[src/common/pipe_macros.svh]
`ifndef PIPE_MACROS_SVH
`define PIPE_MACROS_SVH

// Datapath widths
`define PIPE_XLEN        32
`define PIPE_REG_ADDR_W  5

// Fetch addressing
`define PIPE_PC_STEP     32'd4
`define PIPE_RESET_PC    32'h0000_0000

// Major opcodes
`define PIPE_OP_RTYPE    6'h00
`define PIPE_OP_ADDI     6'h08
`define PIPE_OP_SLTI     6'h0A
`define PIPE_OP_ANDI     6'h0C
`define PIPE_OP_ORI      6'h0D
`define PIPE_OP_XORI     6'h0E

// R-type function codes
`define PIPE_FN_ADD      6'h20
`define PIPE_FN_SUB      6'h22
`define PIPE_FN_AND      6'h24
`define PIPE_FN_OR       6'h25
`define PIPE_FN_XOR      6'h26
`define PIPE_FN_SLT      6'h2A
`define PIPE_FN_SLTU     6'h2B

`endif

[src/common/pipe_pkg.sv]
`include "pipe_macros.svh"

package pipe_pkg;

  // Data, instruction and address word
  typedef logic [`PIPE_XLEN-1:0] word_t;

  // Register file index
  typedef logic [`PIPE_REG_ADDR_W-1:0] reg_addr_t;

  // Instruction fields
  typedef logic [5:0] opcode_t;
  typedef logic [5:0] funct_t;
  typedef logic [15:0] imm_t;

  // Operation carried from decode to execute
  typedef enum logic [2:0] {
    ALU_ADD,
    ALU_SUB,
    ALU_AND,
    ALU_OR,
    ALU_XOR,
    ALU_SLT,
    ALU_SLTU
  } alu_op_e;

endpackage

[src/decode/decode_stage.sv]
`include "pipe_macros.svh"

module decode_stage (
  input  logic                clock,
  input  logic                reset_i,
  input  pipe_pkg::word_t     if_inst_i,
  input  logic                if_valid_i,
  output pipe_pkg::reg_addr_t rfile_rd_addr1_o,
  output pipe_pkg::reg_addr_t rfile_rd_addr2_o,
  input  pipe_pkg::word_t     rfile_rd_data1_i,
  input  pipe_pkg::word_t     rfile_rd_data2_i,
  input  pipe_pkg::reg_addr_t wb_dest_i,
  input  logic                wb_dest_valid_i,
  input  pipe_pkg::word_t     wb_result_i,
  output pipe_pkg::alu_op_e   ex_alu_op_o,
  output pipe_pkg::word_t     ex_a_o,
  output pipe_pkg::word_t     ex_b_o,
  output pipe_pkg::reg_addr_t ex_a_reg_o,
  output pipe_pkg::reg_addr_t ex_b_reg_o,
  output logic                ex_a_from_reg_o,
  output logic                ex_b_from_reg_o,
  output pipe_pkg::reg_addr_t ex_dest_o,
  output logic                ex_dest_valid_o
);

  pipe_pkg::opcode_t   opcode;
  pipe_pkg::funct_t    funct;
  pipe_pkg::reg_addr_t rs;
  pipe_pkg::reg_addr_t rt;
  pipe_pkg::reg_addr_t rd;
  pipe_pkg::imm_t      imm;
  pipe_pkg::word_t     imm_ext;
  pipe_pkg::word_t     a_val;
  pipe_pkg::word_t     b_val;
  pipe_pkg::reg_addr_t dest;
  pipe_pkg::alu_op_e   alu_op;
  logic                known;
  logic                is_itype;
  logic                sext;

  assign opcode = if_inst_i[31:26];
  assign rs     = if_inst_i[25:21];
  assign rt     = if_inst_i[20:16];
  assign rd     = if_inst_i[15:11];
  assign funct  = if_inst_i[5:0];
  assign imm    = if_inst_i[15:0];

  always_comb begin
    known    = 1'b1;
    is_itype = 1'b1;
    sext     = 1'b0;
    alu_op   = pipe_pkg::ALU_ADD;
    case (opcode)
      `PIPE_OP_RTYPE: begin
        is_itype = 1'b0;
        case (funct)
          `PIPE_FN_ADD:  alu_op = pipe_pkg::ALU_ADD;
          `PIPE_FN_SUB:  alu_op = pipe_pkg::ALU_SUB;
          `PIPE_FN_AND:  alu_op = pipe_pkg::ALU_AND;
          `PIPE_FN_OR:   alu_op = pipe_pkg::ALU_OR;
          `PIPE_FN_XOR:  alu_op = pipe_pkg::ALU_XOR;
          `PIPE_FN_SLT:  alu_op = pipe_pkg::ALU_SLT;
          `PIPE_FN_SLTU: alu_op = pipe_pkg::ALU_SLTU;
          default:       known  = 1'b0;
        endcase
      end
      `PIPE_OP_ADDI: sext = 1'b1;
      `PIPE_OP_SLTI: begin
        sext   = 1'b1;
        alu_op = pipe_pkg::ALU_SLT;
      end
      `PIPE_OP_ANDI: alu_op = pipe_pkg::ALU_AND;
      `PIPE_OP_ORI:  alu_op = pipe_pkg::ALU_OR;
      `PIPE_OP_XORI: alu_op = pipe_pkg::ALU_XOR;
      default:       known  = 1'b0;
    endcase
  end

  assign imm_ext = sext ? {{(`PIPE_XLEN-16){imm[15]}}, imm} : {{(`PIPE_XLEN-16){1'b0}}, imm};
  assign dest    = is_itype ? rt : rd;

  assign rfile_rd_addr1_o = rs;
  assign rfile_rd_addr2_o = rt;

  // Register being written this cycle is not yet visible in the file
  assign a_val = (wb_dest_valid_i && wb_dest_i == rs) ? wb_result_i : rfile_rd_data1_i;
  assign b_val = (wb_dest_valid_i && wb_dest_i == rt) ? wb_result_i : rfile_rd_data2_i;

  always_ff @(posedge clock) begin
    if (reset_i) begin
      ex_dest_valid_o <= 1'b0;
      ex_a_from_reg_o <= 1'b0;
      ex_b_from_reg_o <= 1'b0;
    end else begin
      ex_dest_valid_o <= if_valid_i && known && (dest != '0);
      ex_a_from_reg_o <= if_valid_i && known;
      ex_b_from_reg_o <= if_valid_i && known && !is_itype;
    end
  end

  always_ff @(posedge clock) begin
    ex_alu_op_o <= alu_op;
    ex_a_o      <= a_val;
    ex_b_o      <= is_itype ? imm_ext : b_val;
    ex_a_reg_o  <= rs;
    ex_b_reg_o  <= rt;
    ex_dest_o   <= dest;
  end

endmodule

[src/execute/execute_stage.sv]
module execute_stage (
  input  logic                clock,
  input  logic                reset_i,
  input  pipe_pkg::alu_op_e   alu_op_i,
  input  pipe_pkg::word_t     alu_a_i,
  input  pipe_pkg::word_t     alu_b_i,
  input  pipe_pkg::reg_addr_t dest_i,
  input  logic                dest_valid_i,
  output pipe_pkg::reg_addr_t wb_dest_o,
  output logic                wb_dest_valid_o,
  output pipe_pkg::word_t     wb_result_o
);

  pipe_pkg::word_t result;

  always_comb begin
    result = alu_a_i + alu_b_i;
    case (alu_op_i)
      pipe_pkg::ALU_ADD: result = alu_a_i + alu_b_i;
      pipe_pkg::ALU_SUB: result = alu_a_i - alu_b_i;
      pipe_pkg::ALU_AND: result = alu_a_i & alu_b_i;
      pipe_pkg::ALU_OR:  result = alu_a_i | alu_b_i;
      pipe_pkg::ALU_XOR: result = alu_a_i ^ alu_b_i;
      pipe_pkg::ALU_SLT: begin
        result = ($signed(alu_a_i) < $signed(alu_b_i)) ? 'd1 : '0;
      end
      pipe_pkg::ALU_SLTU: begin
        result = (alu_a_i < alu_b_i) ? 'd1 : '0;
      end
      default: result = alu_a_i + alu_b_i;
    endcase
  end

  always_ff @(posedge clock) begin
    if (reset_i) begin
      wb_dest_valid_o <= 1'b0;
    end else begin
      wb_dest_valid_o <= dest_valid_i;
    end
  end

  always_ff @(posedge clock) begin
    wb_dest_o   <= dest_i;
    wb_result_o <= result;
  end

  // Decode filters out r0 destinations, so none may reach write-back
  no_r0_write_a: assert property (
    @(posedge clock) disable iff (reset_i)
    wb_dest_valid_o |-> (wb_dest_o != '0)
  );

endmodule

[src/execute/forward_unit.sv]
module forward_unit (
  input  pipe_pkg::word_t     ex_a_i,
  input  pipe_pkg::word_t     ex_b_i,
  input  pipe_pkg::reg_addr_t ex_a_reg_i,
  input  pipe_pkg::reg_addr_t ex_b_reg_i,
  input  logic                ex_a_from_reg_i,
  input  logic                ex_b_from_reg_i,
  input  pipe_pkg::reg_addr_t wb_dest_i,
  input  logic                wb_dest_valid_i,
  input  pipe_pkg::word_t     wb_result_i,
  output pipe_pkg::word_t     alu_a_o,
  output pipe_pkg::word_t     alu_b_o
);

  logic hit_a;
  logic hit_b;

  // Previous instruction still sits in EX/WB
  assign hit_a = ex_a_from_reg_i && wb_dest_valid_i && (wb_dest_i == ex_a_reg_i);
  assign hit_b = ex_b_from_reg_i && wb_dest_valid_i && (wb_dest_i == ex_b_reg_i);

  assign alu_a_o = hit_a ? wb_result_i : ex_a_i;
  assign alu_b_o = hit_b ? wb_result_i : ex_b_i;

endmodule

[src/logic/alu_pipeline.sv]
module alu_pipeline (
  input  logic                clock,
  input  logic                reset_i,

  // Instruction cache
  output pipe_pkg::word_t     icache_addr_o,
  output logic                icache_rd_o,
  input  pipe_pkg::word_t     icache_data_i,
  input  logic                icache_waitrequest_i,

  // Register file read
  output pipe_pkg::reg_addr_t rfile_rd_addr1_o,
  output pipe_pkg::reg_addr_t rfile_rd_addr2_o,
  input  pipe_pkg::word_t     rfile_rd_data1_i,
  input  pipe_pkg::word_t     rfile_rd_data2_i,

  // Register file write
  output pipe_pkg::reg_addr_t rfile_wr_addr_o,
  output logic                rfile_wr_enable_o,
  output pipe_pkg::word_t     rfile_wr_data_o
);

  // IF/ID
  pipe_pkg::word_t     if_inst;
  logic                if_valid;

  // ID/EX
  pipe_pkg::alu_op_e   ex_alu_op;
  pipe_pkg::word_t     ex_a;
  pipe_pkg::word_t     ex_b;
  pipe_pkg::reg_addr_t ex_a_reg;
  pipe_pkg::reg_addr_t ex_b_reg;
  logic                ex_a_from_reg;
  logic                ex_b_from_reg;
  pipe_pkg::reg_addr_t ex_dest;
  logic                ex_dest_valid;

  // Forwarded operands
  pipe_pkg::word_t     alu_a;
  pipe_pkg::word_t     alu_b;

  // EX/WB
  pipe_pkg::reg_addr_t wb_dest;
  logic                wb_dest_valid;
  pipe_pkg::word_t     wb_result;

  assign rfile_wr_addr_o   = wb_dest;
  assign rfile_wr_enable_o = wb_dest_valid;
  assign rfile_wr_data_o   = wb_result;

  fetch_stage fetch_i (
    .clock                (clock),
    .reset_i              (reset_i),
    .icache_waitrequest_i (icache_waitrequest_i),
    .icache_data_i        (icache_data_i),
    .icache_addr_o        (icache_addr_o),
    .icache_rd_o          (icache_rd_o),
    .if_inst_o            (if_inst),
    .if_valid_o           (if_valid)
  );

  decode_stage decode_i (
    .clock            (clock),
    .reset_i          (reset_i),
    .if_inst_i        (if_inst),
    .if_valid_i       (if_valid),
    .rfile_rd_addr1_o (rfile_rd_addr1_o),
    .rfile_rd_addr2_o (rfile_rd_addr2_o),
    .rfile_rd_data1_i (rfile_rd_data1_i),
    .rfile_rd_data2_i (rfile_rd_data2_i),
    .wb_dest_i        (wb_dest),
    .wb_dest_valid_i  (wb_dest_valid),
    .wb_result_i      (wb_result),
    .ex_alu_op_o      (ex_alu_op),
    .ex_a_o           (ex_a),
    .ex_b_o           (ex_b),
    .ex_a_reg_o       (ex_a_reg),
    .ex_b_reg_o       (ex_b_reg),
    .ex_a_from_reg_o  (ex_a_from_reg),
    .ex_b_from_reg_o  (ex_b_from_reg),
    .ex_dest_o        (ex_dest),
    .ex_dest_valid_o  (ex_dest_valid)
  );

  forward_unit forward_i (
    .ex_a_i          (ex_a),
    .ex_b_i          (ex_b),
    .ex_a_reg_i      (ex_a_reg),
    .ex_b_reg_i      (ex_b_reg),
    .ex_a_from_reg_i (ex_a_from_reg),
    .ex_b_from_reg_i (ex_b_from_reg),
    .wb_dest_i       (wb_dest),
    .wb_dest_valid_i (wb_dest_valid),
    .wb_result_i     (wb_result),
    .alu_a_o         (alu_a),
    .alu_b_o         (alu_b)
  );

  execute_stage execute_i (
    .clock           (clock),
    .reset_i         (reset_i),
    .alu_op_i        (ex_alu_op),
    .alu_a_i         (alu_a),
    .alu_b_i         (alu_b),
    .dest_i          (ex_dest),
    .dest_valid_i    (ex_dest_valid),
    .wb_dest_o       (wb_dest),
    .wb_dest_valid_o (wb_dest_valid),
    .wb_result_o     (wb_result)
  );

endmodule

[src/logic/fetch_stage.sv]
`include "pipe_macros.svh"

module fetch_stage (
  input  logic            clock,
  input  logic            reset_i,
  input  logic            icache_waitrequest_i,
  input  pipe_pkg::word_t icache_data_i,
  output pipe_pkg::word_t icache_addr_o,
  output logic            icache_rd_o,
  output pipe_pkg::word_t if_inst_o,
  output logic            if_valid_o
);

  pipe_pkg::word_t pc_q;
  logic            rd_q;
  logic            accept;

  // Word taken on this edge
  assign accept = rd_q && !icache_waitrequest_i;

  assign icache_addr_o = pc_q;
  assign icache_rd_o   = rd_q;

  always_ff @(posedge clock) begin
    if (reset_i) begin
      pc_q       <= `PIPE_RESET_PC;
      rd_q       <= 1'b0;
      if_valid_o <= 1'b0;
    end else begin
      rd_q       <= 1'b1;
      // Bubble into IF/ID while the cache holds us off
      if_valid_o <= accept;
      if (accept) begin
        pc_q <= pc_q + `PIPE_PC_STEP;
      end
    end
  end

  always_ff @(posedge clock) begin
    if (accept) begin
      if_inst_o <= icache_data_i;
    end
  end

  // Cache needs the address held until the word is delivered
  addr_hold_a: assert property (
    @(posedge clock) disable iff (reset_i)
    icache_waitrequest_i |=> $stable(icache_addr_o)
  );

endmodule

[config.mk]
export PLATFORM = sky130hd
export DESIGN_NAME = alu_pipeline
export DESIGN_NICKNAME = d
export VERILOG_FILES = /design/src/common/pipe_pkg.sv /design/src/decode/decode_stage.sv /design/src/execute/execute_stage.sv /design/src/execute/forward_unit.sv /design/src/logic/alu_pipeline.sv /design/src/logic/fetch_stage.sv
export VERILOG_INCLUDE_DIRS = /design/src /design/src/common
export SDC_FILE = /design/constraint.sdc
export NUM_CORES = 1
export LEC_CHECK = 0
export BUFFER_PORTS_ARGS = -buffer_cell sky130_fd_sc_hd__buf_2
export CORE_ASPECT_RATIO = 1.2
export CORE_UTILIZATION = 55
export CTS_CLUSTER_DIAMETER = 100
export CTS_CLUSTER_SIZE = 20
export DETAILED_ROUTE_END_ITERATION = 8
export PLACE_DENSITY = 0.85
export SETUP_SLACK_MARGIN = 0.5
export SYNTH_ARGS = -nofsm -noshare
export SYNTH_HDL_FRONTEND = slang
export SYNTH_SLANG_ARGS = --single-unit
[constraint.sdc]
create_clock -name clock -period 9.4 [get_ports clock]
set_clock_uncertainty 0.15 [all_clocks]
set_input_delay 1.88 -clock clock [delete_from_list [all_inputs] [get_ports clock]]
set_output_delay 1.88 -clock clock [all_outputs]
set_load 0.05 [all_outputs]
* After elaboration in Yosys (flattened, before gate mapping) *
Index checks and enable logic that the tools add are counted.

word-level totals
  register bits after elaboration = 189
  memories = 0
  bits in writable memories = 0
  input port bits = 99
  bits in read-only memories = 0
  word-level logic and storage cells = 78
  latch bits = 0
  output and inout bits = 81

operators by class
  $lt $le $gt $ge = 2
  multipliers = 0
  bitwise gates (word level) = 3
  divide/modulo/power cells = 0
  shift-type cells = 0
  add/subtract/negate cells = 3
  equality and inequality tests = 22
  reductions and logical operators = 16
  mux-type cells = 16

operators with widths
  kind                                                                    number
  32-bit two-way mux                                                      6
  32-bit one-hot mux with 6 select lines                                  1
  32-bit < comparator                                                     2
  6-bit equality test (second input constant)                             7
  32-bit by 3-bit adder with 32-bit output (second input constant)        1
  32-bit adder                                                            1
  32-bit bitwise AND                                                      1
  32-bit bitwise OR                                                       1
  32-bit subtractor                                                       1
  32-bit bitwise XOR                                                      1
  6-bit by 4-bit equality test with 1-bit output (second input constant)  5
  5-bit equality test                                                     4
  3-bit one-hot mux with 6 select lines                                   1
  3-bit one-hot mux with 5 select lines                                   1
  1-bit logical AND                                                       10
  3-bit equality test (second input constant)                             3
  7-bit OR reduction                                                      1
  3-bit by 2-bit equality test with 1-bit output (second input constant)  2
  6-bit logical NOT                                                       1
  1-bit two-way mux                                                       5
  5-bit two-way mux                                                       1
  5-bit nonzero test                                                      1
  5-bit OR reduction                                                      1
  3-bit by 1-bit equality test with 1-bit output (second input constant)  1
  other kinds (3)                                                         3

* Longest topological paths before layout *
Gate-level depths: netlist of the first run.

  depth in word-level cells = 6
  mapped depth = 19

* Modules after synthesis *
A second synthesis of the first run with hierarchy kept.

unflattened totals
  cells, all modules = 1503
  area, all modules = 13200.2 um2

by module, submodules not included
  module         cells each  area each (um2)  times used
  execute_stage  881         6317.3           1
  decode_stage   331         3258.1           1
  fetch_stage    207         2473.6           1
  forward_unit   84          1151.1           1

* Worst setup path after synthesis of the first run *
Ideal clock, no wire load.

  path type = flip-flop to flip-flop
  start = register execute_i.wb_dest_o[4]
  end = register execute_i.wb_result_o[24]
  arrival = 4.320 ns
  slack = 4.807 ns
  stages on the path, launching flop included = 19
  path buffers = 2
  data required time = 9.127 ns
  setup time = 0.123 ns
  cell sequence = dfxtp_1 clkbuf_1 xor2_1 nor4_1 nand4_1 clkbuf_1 mux2_2 ha_1 inv_1 fa_1 nand2b_1 a21oi_1 o21bai_1 a2111oi_4 nor3_1 o21a_1 o41a_1 o32ai_2 a21oi_2

between the ends
  cells in the longest elaborated chain, start to end = 5
  elaborated cells between the ends (all ways) = 12
  classes of those cells = add/sub: 2; eq/ne: 2; mux: 3; bitwise: 3; reduce/logical: 2

ends and longest elaborated chain
  element                                        line                                      source
  start, declared                                execute_stage.sv:9                        output pipe_pkg::reg_addr_t wb_dest_o,
  start signal, assigned                         execute_stage.sv:43                       wb_dest_o <= dest_i;
  5-bit equality test, on equally long branches  forward_unit.sv:19, forward_unit.sv:20
  1-bit logical AND, on equally long branches    forward_unit.sv:19, forward_unit.sv:20
  32-bit two-way mux, on equally long branches   forward_unit.sv:22, forward_unit.sv:23
  32-bit adder, or another cell as far along     execute_stage.sv:19, execute_stage.sv:30
  32-bit one-hot mux with 6 select lines (*)     execute_stage.sv:18                       case (alu_op_i)
  net execute_i.result[24]                       execute_stage.sv:14                       pipe_pkg::word_t result;
  end signal, assigned                           execute_stage.sv:44                       wb_result_o <= result;
  end, declared                                  execute_stage.sv:11                       output pipe_pkg::word_t wb_result_o

Mark *: on every way through the listed nets, which the timed path passes. The rest lies on a longest branch.
A chain may end at the register's enable or synchronous reset.

* Worst setup path in the final report of the first run *
Ends and elaborated chain as after synthesis.

==> out/results.ini, run 1 <==
[cells_and_area]
fin_area_mm2=0.01410
final_cells=1834
drive_above_1_share=0.2394
nets=1739
area_growth_pct=12.56

[logic_synthesis]
synth_top_area_cell=dfxtp_1
synthTopCellsByArea=dfxtp_1 25%, ha_1 9.7%, mux2_2 9.1%
syn-cell-area_mm2=0.01253
synth_cells=1421
ys_warn_count=0
synth_edf_count=32
yosysUniqueCellTypes=92
ys.flop_type=dfxtp_1
ys_async_sr_fraction=0
synth_top_area_frac=0.2477
avgSynthCellArea_um2=8.815
ys_ff_latch=187
synth-seq-area-share=0.3244

[timing]
drv_slew=0
final.setup.tns_ns=0
layout_min_cycle_time_ns=4.748
post-route-period-util=0.5051
rsz0062_at_grt=no
setup_viol=0
worst_pin_slew_ns=1.175
slew_headroom=0.2155
max_freq_ghz=0.2106
hold_viol=0

[clock_network]
cts_max_level=4
cts_resized=0
clockBufferDepth=2
clk_pin_slew_ns=0.08
cts_buffers=17
root_buffer=clkbuf_16
tritoncts=built
clk_latency_ns=0.45
post_cts.repair.setup_buffers=0
cts_hold_buf=0
clkSinkCount=187

[setup_path]
crit_slowest_cell=dfxtp_1
critPathRequiredTime_ns=9.58
rr_startpoint=execute_i.wb_dest_o[4]
r2r-end=execute_i.wb_result_o[24]
worstSetupPathType=flip-flop to flip-flop
r2r_slack_ns=4.65
critical_path.max_fanout=32
critPathMaxStageDelay_ns=0.49
end_kind=flip-flop
critPathBufInv=2
path_delay_family=compound AO/OA/AOI/OAI gates
r2r_cells=17
crit_path_start_kind=flip-flop
cp_cell_sequence=xor2_1, nor4_1, nand4_1, buf_4, mux2_2, ha_1, inv_1, fa_1, nand2b_1, a21oi_1, o21bai_1, a2111oi_4, nor3_1, o21a_1, o41a_1, o32ai_2, a21oi_2
worstPathArrival_ns=4.93

[placement]
port_buffers=177
placed_cells=1801
dpl_cell_area_mm2=0.01347
gp_congestion=0.9732
dp_hpwl_um=24420

[detailed_routing]
drt_iter0_drc=863
detail_route.wl_per_cell_um=19.07
wl_um=34980
num_vias=11380
via_per_inst=6.203
ant_nets=0
drc=0
firstDrtPassIters=6

[min_path]
min_to=execute_i.wb_dest_o[0]
min_from=decode_i.ex_dest_o[0]
hp-class=flip-flop to flip-flop
holdPathStages=0

[grt]
grtUsageTotal=0.2954
grt_start_max_net_pins=65
first_global_vias=10960
grt_first_pass_wirelength_um=55230
antenna_found_initial=1
grt_overflow=0

[pwr]
vdd_drop_max_mv=0.1279
power_density_mw_per_mm2=145.1
power.leakage_nw=6.032

[floorplan]
fp-row-count=60
die_w_um=139.8
initial_core_util=0.5599
die_area_mm2=0.02338
die_height_um=167.3
coreArea_mm2=0.02237
io_pins=180

[flow_run]
cap_violations=0

[run_status]
status=finished clean

synthesized netlist by cell type (4+ instances only):
library cell / n
dfxtp_1: 155
inv_1: 108
nor2_1: 106
mux2_2: 101
nand2_1: 100
ha_1: 97
a21oi_1: 96
o21ai_0: 77
clkbuf_1: 54
mux2i_1: 35
edfxtp_1: 32
xor2_1: 32
nand3_1: 25
nor3_1: 19
a31oi_1: 17
a221oi_1: 16
a211oi_1: 15
a21o_1: 15
a22oi_1: 15
o21bai_1: 15
xnor2_1: 15
buf_4: 14
nand2b_1: 14
nand4_1: 14
o211ai_1: 14
nor2b_1: 13
o221ai_1: 13
o22ai_1: 13
buf_2: 12
and3_1: 10
buf_1: 10
nor4_1: 9
o31ai_1: 9
a221o_1: 8
or3_1: 8
o21a_1: 7
inv_2: 6
o22a_1: 6
a211o_1: 5
and2_1: 5
a22o_1: 4
nor3_2: 4
worst max-delay path by stage:
| stage | start | to | slack [ns] | cells past startpoint |
|---|---|---|---|---|
| after floorplan | execute_i.wb_dest_o[4] | execute_i.wb_result_o[24] | 4.81 | 18 |
| after global placement | execute_i.wb_dest_o[4] | execute_i.wb_result_o[29] | 4.91 | 15 |
| after detailed placement | execute_i.wb_dest_o[4] | execute_i.wb_result_o[24] | 4.74 | 17 |
| after CTS | execute_i.wb_dest_o[4] | execute_i.wb_result_o[24] | 4.69 | 17 |
| after global routing | execute_i.wb_dest_o[4] | execute_i.wb_result_o[24] | 4.41 | 17 |
| final | execute_i.wb_dest_o[4] | execute_i.wb_result_o[24] | 4.65 | 17 |
power breakdown:
part           switching, mW  internal [mW]  total, mW
registers             0.0378          0.856      0.894
clock network          0.380          0.365      0.746
logic                  0.268          0.139      0.407
per-layer routing:
metal / share of wire / global-route usage / vias up
met2: 0.49 / 0.5109 / 597
met3: 0.073 / 0.04518 / 134
met4: 0.047 / 0.1596 / 0
met1: 0.39 / 0.3510 / 5297
li1: - / - / 5348
met5: 0 / 0 / -
stage by stage:
step	hold WS (ns)	utilization	total power [mW]	setup WS (ns)
after floorplan	0.1596	-	1.203	4.807
after global placement	0.1618	0.6022	1.303	4.910
after detailed placement	0.1635	0.6022	1.310	4.743
after CTS	0.1773	0.6301	2.050	4.693
after global routing	0.1981	0.6302	2.122	4.405
final	0.1768	0.6302	2.046	4.652
cell families after synthesis:
kind of cell / after synthesis / synth area share
adders and majority gates: 99 / 0.1001
AOI/OAI and AO/OA: 402 / 0.2246
DFF: 187 / 0.3244
xor gates and xnor gates: 47 / 0.03286
and+or+nand+nor: 341 / 0.1301
muxes: 137 / 0.1197
buffers and inverters: 207 / 0.06803
other: 1 / 0.0002994
layout make-up:
class	count	area, µm²
fillers	1866	8273
multi-input cells	1028	7631
flip-flops and latches	187	4065
repair buffers	191	991.0
inverters	116	435.4
clock buffers	17	425.4
well taps	279	349.1
clock inverters	15	198.9
diodes	1	2.502
sequential cells by signal (all words and copies together), names as in the netlist:
name	flops
decode_i.ex_a_from_reg_o	1
decode_i.ex_b_reg_o	5
fetch_i.icache_rd_o	1
decode_i.ex_a_reg_o	5
decode_i.ex_b_from_reg_o	1
decode_i.ex_dest_o	5
fetch_i.if_inst_o	32
execute_i.wb_result_o	32
execute_i.wb_dest_o	5
decode_i.ex_b_o	32
execute_i.wb_dest_valid_o	1
decode_i.ex_a_o	32
decode_i.ex_alu_op_o	3
fetch_i.icache_addr_o	30
fetch_i.if_valid_o	1
decode_i.ex_dest_valid_o	1
layout by cell type (no fill, tap or decap), types with 7 or more instances in the layout:
cell         n
mux2_2     101
xnor2_1     15
buf_4       14
o21a_1       7
o21ai_0     77
a22oi_1     15
clkbuf_16   17
o221ai_1    13
a221o_1      8
and3_1       8
nor4_1       9
dfxtp_1    154
nand4_1     14
nand2b_1    14
a31oi_1     17
a211oi_1    15
o31ai_1      9
a21oi_1     96
o211ai_1    14
a221oi_1    16
inv_1      108
nor2b_1     12
ha_1        97
nand2_1    100
xor2_1      32
buf_2      177
mux2i_1     35
or3_1        8
edfxtp_1    32
nand3_1     24
a21o_1      15
nor3_1      19
clkinv_8     7
o22ai_1     13
o21bai_1    15
nor2_1     105
Power figures use the tool's default switching activity.
==> inputs of run 2 (changes only) <==
ABC_AREA = 1   (was unset)
CORE_UTILIZATION = 53   (was 55)
clock period = 3.85 ns   (was 9.4 ns; I/O delays follow)
==> run 2 against run 1 <==
Clock-buffer cell count grew 4. Cell count grew 37%. Hold slack gained 0.0034 ns. Clock power grew 150%. Via count grew 31%. Critical path depth grew 2. Synthesized cell count grew 40%. Die area grew 9.2%. Global-route usage grew 6.1 points. Critical endpoint is now execute_i.wb_result_o[18]. Largest cell class unchanged.
==> out/results.ini, run 2 <==
[clock_network]
clk_pin_slew_ns=0.08  ; about the same
cts_max_level=4  ; unchanged
root_buffer=clkbuf_16
clk_latency_ns=0.45  ; about the same
cts_buffers=17  ; unchanged
tritoncts=built
clkSinkCount=187  ; unchanged
cts_hold_buf=0  ; unchanged
clockBufferDepth=2  ; unchanged

[grt]
grt_start_max_net_pins=65  ; unchanged
grtUsageMet3=0.06214  ; +0.01696
grtUsageTotal=0.3566  ; +0.06121
antenna_found_initial=0  ; -1
grt_overflow=0  ; unchanged
grtUsageMet1=0.4262  ; +0.07514
met2_usage=0.6102  ; +0.09938
first_global_vias=13800  ; +26%
grt_first_pass_wirelength_um=71260  ; +29%
grt_busiest_layer=met2

[logic_synthesis]
synthSimpleGateAreaFrac=0.2810  ; +0.1510
yosysUniqueCellTypes=51  ; -45%
muxShareOfSynthArea=0  ; -0.1197
ys_warn_count=0  ; unchanged
synth.top_cells.by_count=491 x nand2_1, 271 x inv_1, 200 x nor2_1, 155 x dfxtp_1, 142 x o21ai_0
synth_top_area_cell=dfxtp_1
synth_top_family_by_area=simple AND/OR/NAND/NOR gates
synth_xor_area_frac=0.02789  ; -0.004978
ys_ff_latch=187  ; unchanged
synth_edf_count=32  ; unchanged
ys.flop_type=dfxtp_1
syn-cell-area_mm2=0.01319  ; +5.3%
synthAdderAreaFrac=0.09504  ; -0.005051
ys_async_sr_fraction=0  ; unchanged
synth-compound-area-share=0.1676  ; -0.05695
avgSynthCellArea_um2=6.609  ; -25%
synth_cells=1996  ; +40%
synthTopCellsByArea=dfxtp_1 24%, nand2_1 14%, ha_1 9.2%
synth_top_area_frac=0.2352  ; -0.01250
synth-seq-area-share=0.3081  ; -0.01637
yosysMostFrequentCell=nand2_1

[timing]
rsz0062_at_grt=yes
hold_viol=0  ; unchanged
setup_viol=0  ; unchanged
layout_min_cycle_time_ns=3.456  ; -1.292 ns
worst_pin_slew_ns=0.9577  ; -0.2178 ns
drv_slew=0  ; unchanged
slew_headroom=0.3600  ; +0.1445
final.setup.tns_ns=0  ; unchanged
max_freq_ghz=0.2893  ; +37%
post-route-period-util=0.8977  ; +0.3926

[setup_path]
cp_common_cell=nand2_2
cp_cell_sequence=xor2_2, nor4_2, nand4_1, buf_6, clkbuf_16, nand2_1, o21ai_4, ha_4, inv_1, a21oi_2, nand2_2, nand2_2, nand2_2, nand2_1, nand2_2, nand3_2, nand3_1, nand3_1, nand3_1
critical_path.max_fanout=9  ; -72%
r2r_slack_ns=0.39  ; -4.26 ns
end_kind=flip-flop
crit_path_start_kind=flip-flop
r2r-end=execute_i.wb_result_o[18]
critPathBufInv=3  ; +1
path_delay_family=simple AND/OR/NAND/NOR gates
critPathRequiredTime_ns=4.02  ; -5.56 ns
rr_startpoint=execute_i.wb_dest_o[0]
worstPathArrival_ns=3.62  ; -1.31 ns
worstSetupPathType=flip-flop to flip-flop
worstSetupStartpoint=execute_i.wb_dest_o[0]
r2r_cells=19  ; +2
critPathMaxStageDelay_ns=0.39  ; -0.10 ns
crit_slowest_cell=dfxtp_4

[run_status]
status=finished clean

[floorplan]
io_pins=180  ; unchanged
die_area_mm2=0.02553  ; +9.2%
die_w_um=146.0  ; +4.5%
die_height_um=174.8  ; +4.5%
coreArea_mm2=0.02420  ; +8.2%
fp-row-count=62  ; +3.3%
initial_core_util=0.5450  ; -0.01487

[cells_and_area]
area_growth_pct=28.09
final_core_util=0.6981  ; +0.06795
diodes=0  ; -1
nFillCells=1881  ; +0.80%
mostFrequentLayoutCell=nand2_1
layout_common_cells=428 x nand2_1, 246 x inv_1, 177 x buf_2, 156 x nor2_1, 151 x dfxtp_1
drive_above_1_share=0.2905  ; +0.05109
nets=2378  ; +37%

[min_path]
min_from=decode_i.ex_dest_o[0]
min_to=execute_i.wb_dest_o[0]
holdPathStages=0  ; unchanged
hp-class=flip-flop to flip-flop

[detailed_routing]
firstDrtPassIters=6  ; unchanged
drt_iter0_drc=1545  ; +79%
num_vias=14910  ; +31%
ant_nets=0  ; unchanged
via_per_inst=5.932  ; -4.4%
detail_route.wl_per_cell_um=19.75  ; +3.6%
wl_um=49640  ; +42%
drc=0  ; unchanged

[placement]
gp_congestion=1.054  ; +8.3%
port_buffers=177  ; unchanged
dp_hpwl_um=35690  ; +46%

[pwr]
power_density_mw_per_mm2=325.2  ; +120%
power.leakage_nw=8.032  ; +33%
vdd_drop_max_mv=0.3238  ; +150%

[flow_run]
cap_violations=0  ; unchanged

[run 2: through the flow]
stage / instance area [µm²] / setup slack, ns / hold WS (ns) / power [mW] / cells
2_1_floorplan: 13220 / 0.5187 / 0.1589 / 3.001 / 1997
3_3_place_gp: 14320 / 0.1531 / 0.1635 / 3.350 / 2444
3_5_place_dp: 14320 / 0.1017 / 0.1646 / 3.362 / 2444
4_1_cts: 15300 / 0.4552 / 0.1832 / 5.225 / 2480
5_1_grt: 16900 / 0.3058 / 0.1916 / 5.657 / 2513
6_report: 16900 / 0.3937 / 0.1802 / 5.496 / 2513
[run 2: metal layers]
layer	wire length [µm]	up-vias
met3	5519	266
li1	-	6773
met4	3155	0
met1	17790	6853
met5	0	-
met2	23170	1016
[run 2: kinds of logic after synthesis]
kind of cell | after synthesis
and+or+nand+nor | 893
AOI/OAI and AO/OA | 387
buffers and inverters | 387
DFF | 187
adders and majority gates | 99
xor gates and xnor gates | 42
other | 1
[run 2: worst max-delay path by stage]
stage,endpoint,slack (ns),depth (start not counted)
after floorplan,execute_i.wb_result_o[29],0.52,20
after global placement,execute_i.wb_result_o[0],0.15,17
after detailed placement,execute_i.wb_result_o[16],0.10,17
after CTS,execute_i.wb_result_o[16],0.46,18
after global routing,execute_i.wb_result_o[28],0.31,19
final,execute_i.wb_result_o[18],0.39,19
[run 2: repair_timing]
action / CTS / global route
pin swaps: 5 / 68
resized for setup: 85 / 317
endpoints found under the setup margin: 27 / 28
gates cloned: 0 / 6
buffers inserted: 4 / 27
[run 2: area by class of cell]
type                            count  area (µm²)  share of cell area
Multi-Input combinational cell   1423        9081              0.5374
Sequential cell                   187        4074              0.2411
Timing Repair Buffer              241        1539             0.09108
Inverter                          310        1184             0.07005
Clock buffer                       21       504.2             0.02984
Tap cell                          320       400.4             0.02369
Clock inverter                     11       115.1            0.006812
[run 2: where the power goes]
group	switching [mW]	internal, mW
Combinational	0.992	0.432
Clock	0.883	0.975
Sequential	0.116	2.10
==> inputs of run 3 (changes only) <==
ABC_AREA = unset   (was 1)
BUFFER_PORTS_ARGS = unset   (was -buffer_cell sky130_fd_sc_hd__buf_2)
CORE_UTILIZATION = 55   (was 53)
DONT_BUFFER_PORTS = 1   (was unset)
PLACE_DENSITY = 0.81   (was 0.85)
==> run 3 against run 2 <==
The run now ends with negative setup slack left. Sequential power hardly changed. Final area is 3.6% lower. Clock-buffer cell count is 4 lower. Clock power hardly changed. Global-route usage is 2.0 points lower. Critical endpoint is now execute_i.wb_result_o[28]. Highest routed layer unchanged.
==> out/results.ini, run 3 (synthesis gave the netlist of run 1 again) <==
[timing]
hold_viol=0  ; unchanged
slew_headroom=0.2001  ; -0.1599
worst_pin_slew_ns=1.199  ; +0.2408 ns
drv_slew=0  ; unchanged
post-route-period-util=1.106  ; +0.2079
whs_ns=0.1775  ; -0.002687 ns
rsz0062_at_grt=yes
setup_viol=26  ; +26
max_freq_ghz=0.2349  ; -19%
layout_min_cycle_time_ns=4.257  ; +0.8006 ns
setup_ws_ns=-0.4068  ; -0.8006 ns

[grt]
antenna_found_initial=0  ; unchanged
grt_first_pass_wirelength_um=61780  ; -13%
grtUsageTotal=0.3367  ; -0.01989
first_global_vias=12080  ; -12%
grt_start_max_net_pins=55  ; -15%
grt_overflow=0  ; unchanged

[cells_and_area]
diodes=0  ; unchanged
mostFrequentLayoutCell=buf_4
nets=1839  ; -23%
drive_above_1_share=0.3603  ; +0.06987
layout_common_cells=272 x buf_4, 147 x dfxtp_1, 102 x inv_1, 100 x nor2_1, 98 x nand2_1
nFillCells=1631  ; -13%
final_core_util=0.7282  ; +0.03004
area_growth_pct=30.06

[detailed_routing]
drc=0  ; unchanged
ant_nets=0  ; unchanged
wl_um=41340  ; -17%
detail_route.wl_per_cell_um=21.39  ; +8.3%
drt_iter0_drc=916  ; -41%
num_vias=12080  ; -19%
met2_length_um=20830  ; -10%
wl_met3_um=2665  ; -52%
dr.max_layer_used=met4
met1_length_um=15500  ; -13%
via_per_inst=6.247  ; +5.3%
firstDrtPassIters=6  ; unchanged

[pwr]
power.leakage_nw=6.861  ; -15%
power_density_mw_per_mm2=332.3  ; +2.2%
vdd_drop_max_mv=0.2811  ; -13%

[floorplan]
die_area_mm2=0.02338  ; -8.4%
coreArea_mm2=0.02237  ; -7.6%
fp-row-count=60  ; -3.2%
io_pins=180  ; unchanged
die_w_um=139.8  ; -4.3%
die_height_um=167.3  ; -4.3%
initial_core_util=0.5599  ; +0.01487

[clock_network]
clkSinkCount=187  ; unchanged
cts_buffers=17  ; unchanged
tritoncts=built
clk_latency_ns=0.45  ; about the same
clockBufferDepth=2  ; unchanged
clk_pin_slew_ns=0.08  ; about the same
root_buffer=clkbuf_16
cts_max_level=4  ; unchanged

[setup_path]
critPathRequiredTime_ns=4.04  ; +0.02 ns
critical_path.max_fanout=7  ; -2
end_kind=flip-flop
crit_path_start_kind=flip-flop
worstSetupPathType=flip-flop to flip-flop
worstPathArrival_ns=4.45  ; +0.83 ns

[flow_run]
cap_violations=0  ; unchanged

[min_path]
hp-class=flip-flop to flip-flop

[placement]
dp_slack_ns=-0.5857  ; -0.6874 ns
gp_congestion=0.9799  ; -7.0%
dp_hpwl_um=29240  ; -18%
port_buffers=0  ; -100%

[run_status]
violations=negative setup slack
status=finished with violations

[run 3: cell types whose count changed in the layout (fill, tap and decap cells not counted), moves of 53 or more]
cell	change
buf_2	-176
buf_4	+226
inv_1	-144
mux2_2	+93
nand2_1	-330
nand2_2	-53
nand3_1	-89
nor2_1	-56
o21ai_0	-59
[run 3: final timing paths]
check	startpoint	endpoint	slack, ns	cells after the start
setup reg to reg	decode_i.ex_a_reg_o[2]	execute_i.wb_result_o[28]	-0.41	18
hold reg to reg	decode_i.ex_dest_o[3]	execute_i.wb_dest_o[3]	0.18	0
setup / recovery	decode_i.ex_a_reg_o[2]	execute_i.wb_result_o[28]	-0.41	18
hold / removal	decode_i.ex_dest_o[3]	execute_i.wb_dest_o[3]	0.18	0
[run 3: critical path, cell delays in order, from the launching register on]
cell and delay (ns):
dfxtp_2 0.34, xor2_2 0.19, nor4_4 0.32, nand4_1 0.17, buf_6 0.19, buf_12 0.14, mux2_4 0.33, ha_4 0.24
buf_4 0.16, nand2b_1 0.15, a21oi_2 0.19, nor3_2 0.05, buf_4 0.17, a211oi_4 0.25, nor2_2 0.09, o31a_1 0.29
o311a_1 0.35, a211o_1 0.27, o21a_1 0.10
[run 3: repair_timing]
action	4_1_cts	5_1_grt
gates resized for setup	22	114
pin swaps	3	59
buffers inserted	2	15
hold buffers	0	0
cloned	0	2
hold endpoints to repair	0	0
endpoints found under the setup margin	29	29
[run 3: stage by stage]
stage	area, µm²	total power [mW]	setup TNS (ns)	cells
2_1_floorplan	12850	2.978	-1.098	1422
3_3_place_gp	14840	3.393	-4.365	1882
3_5_place_dp	14840	3.420	-6.586	1882
4_1_cts	15600	5.308	-5.458	1916
5_1_grt	16290	5.604	-9.760	1933
6_report	16290	5.413	-5.870	1933
[run 3: layout make-up]
cell class	instances	area, µm²	area share
flip-flops and latches	187	4081	0.2505
inverters	116	442.9	0.02719
repair buffers	291	2316	0.1422
multi-input cells	1028	8463	0.5195
clock inverters	15	212.7	0.01306
well taps	279	349.1	0.02143
clock buffers	17	425.4	0.02611
[run 3: routing by layer]
metal	up-vias	GRT usage
li1	5536	-
met4	0	0.1811
met1	5736	0.3697
met5	-	0
met2	619	0.6176
met3	184	0.05376
[run 3: power breakdown]
group	switching, mW	internal, mW	total [mW]
Sequential	0.0995	2.09	2.19
Clock	0.978	0.906	1.88
Combinational	0.771	0.569	1.34
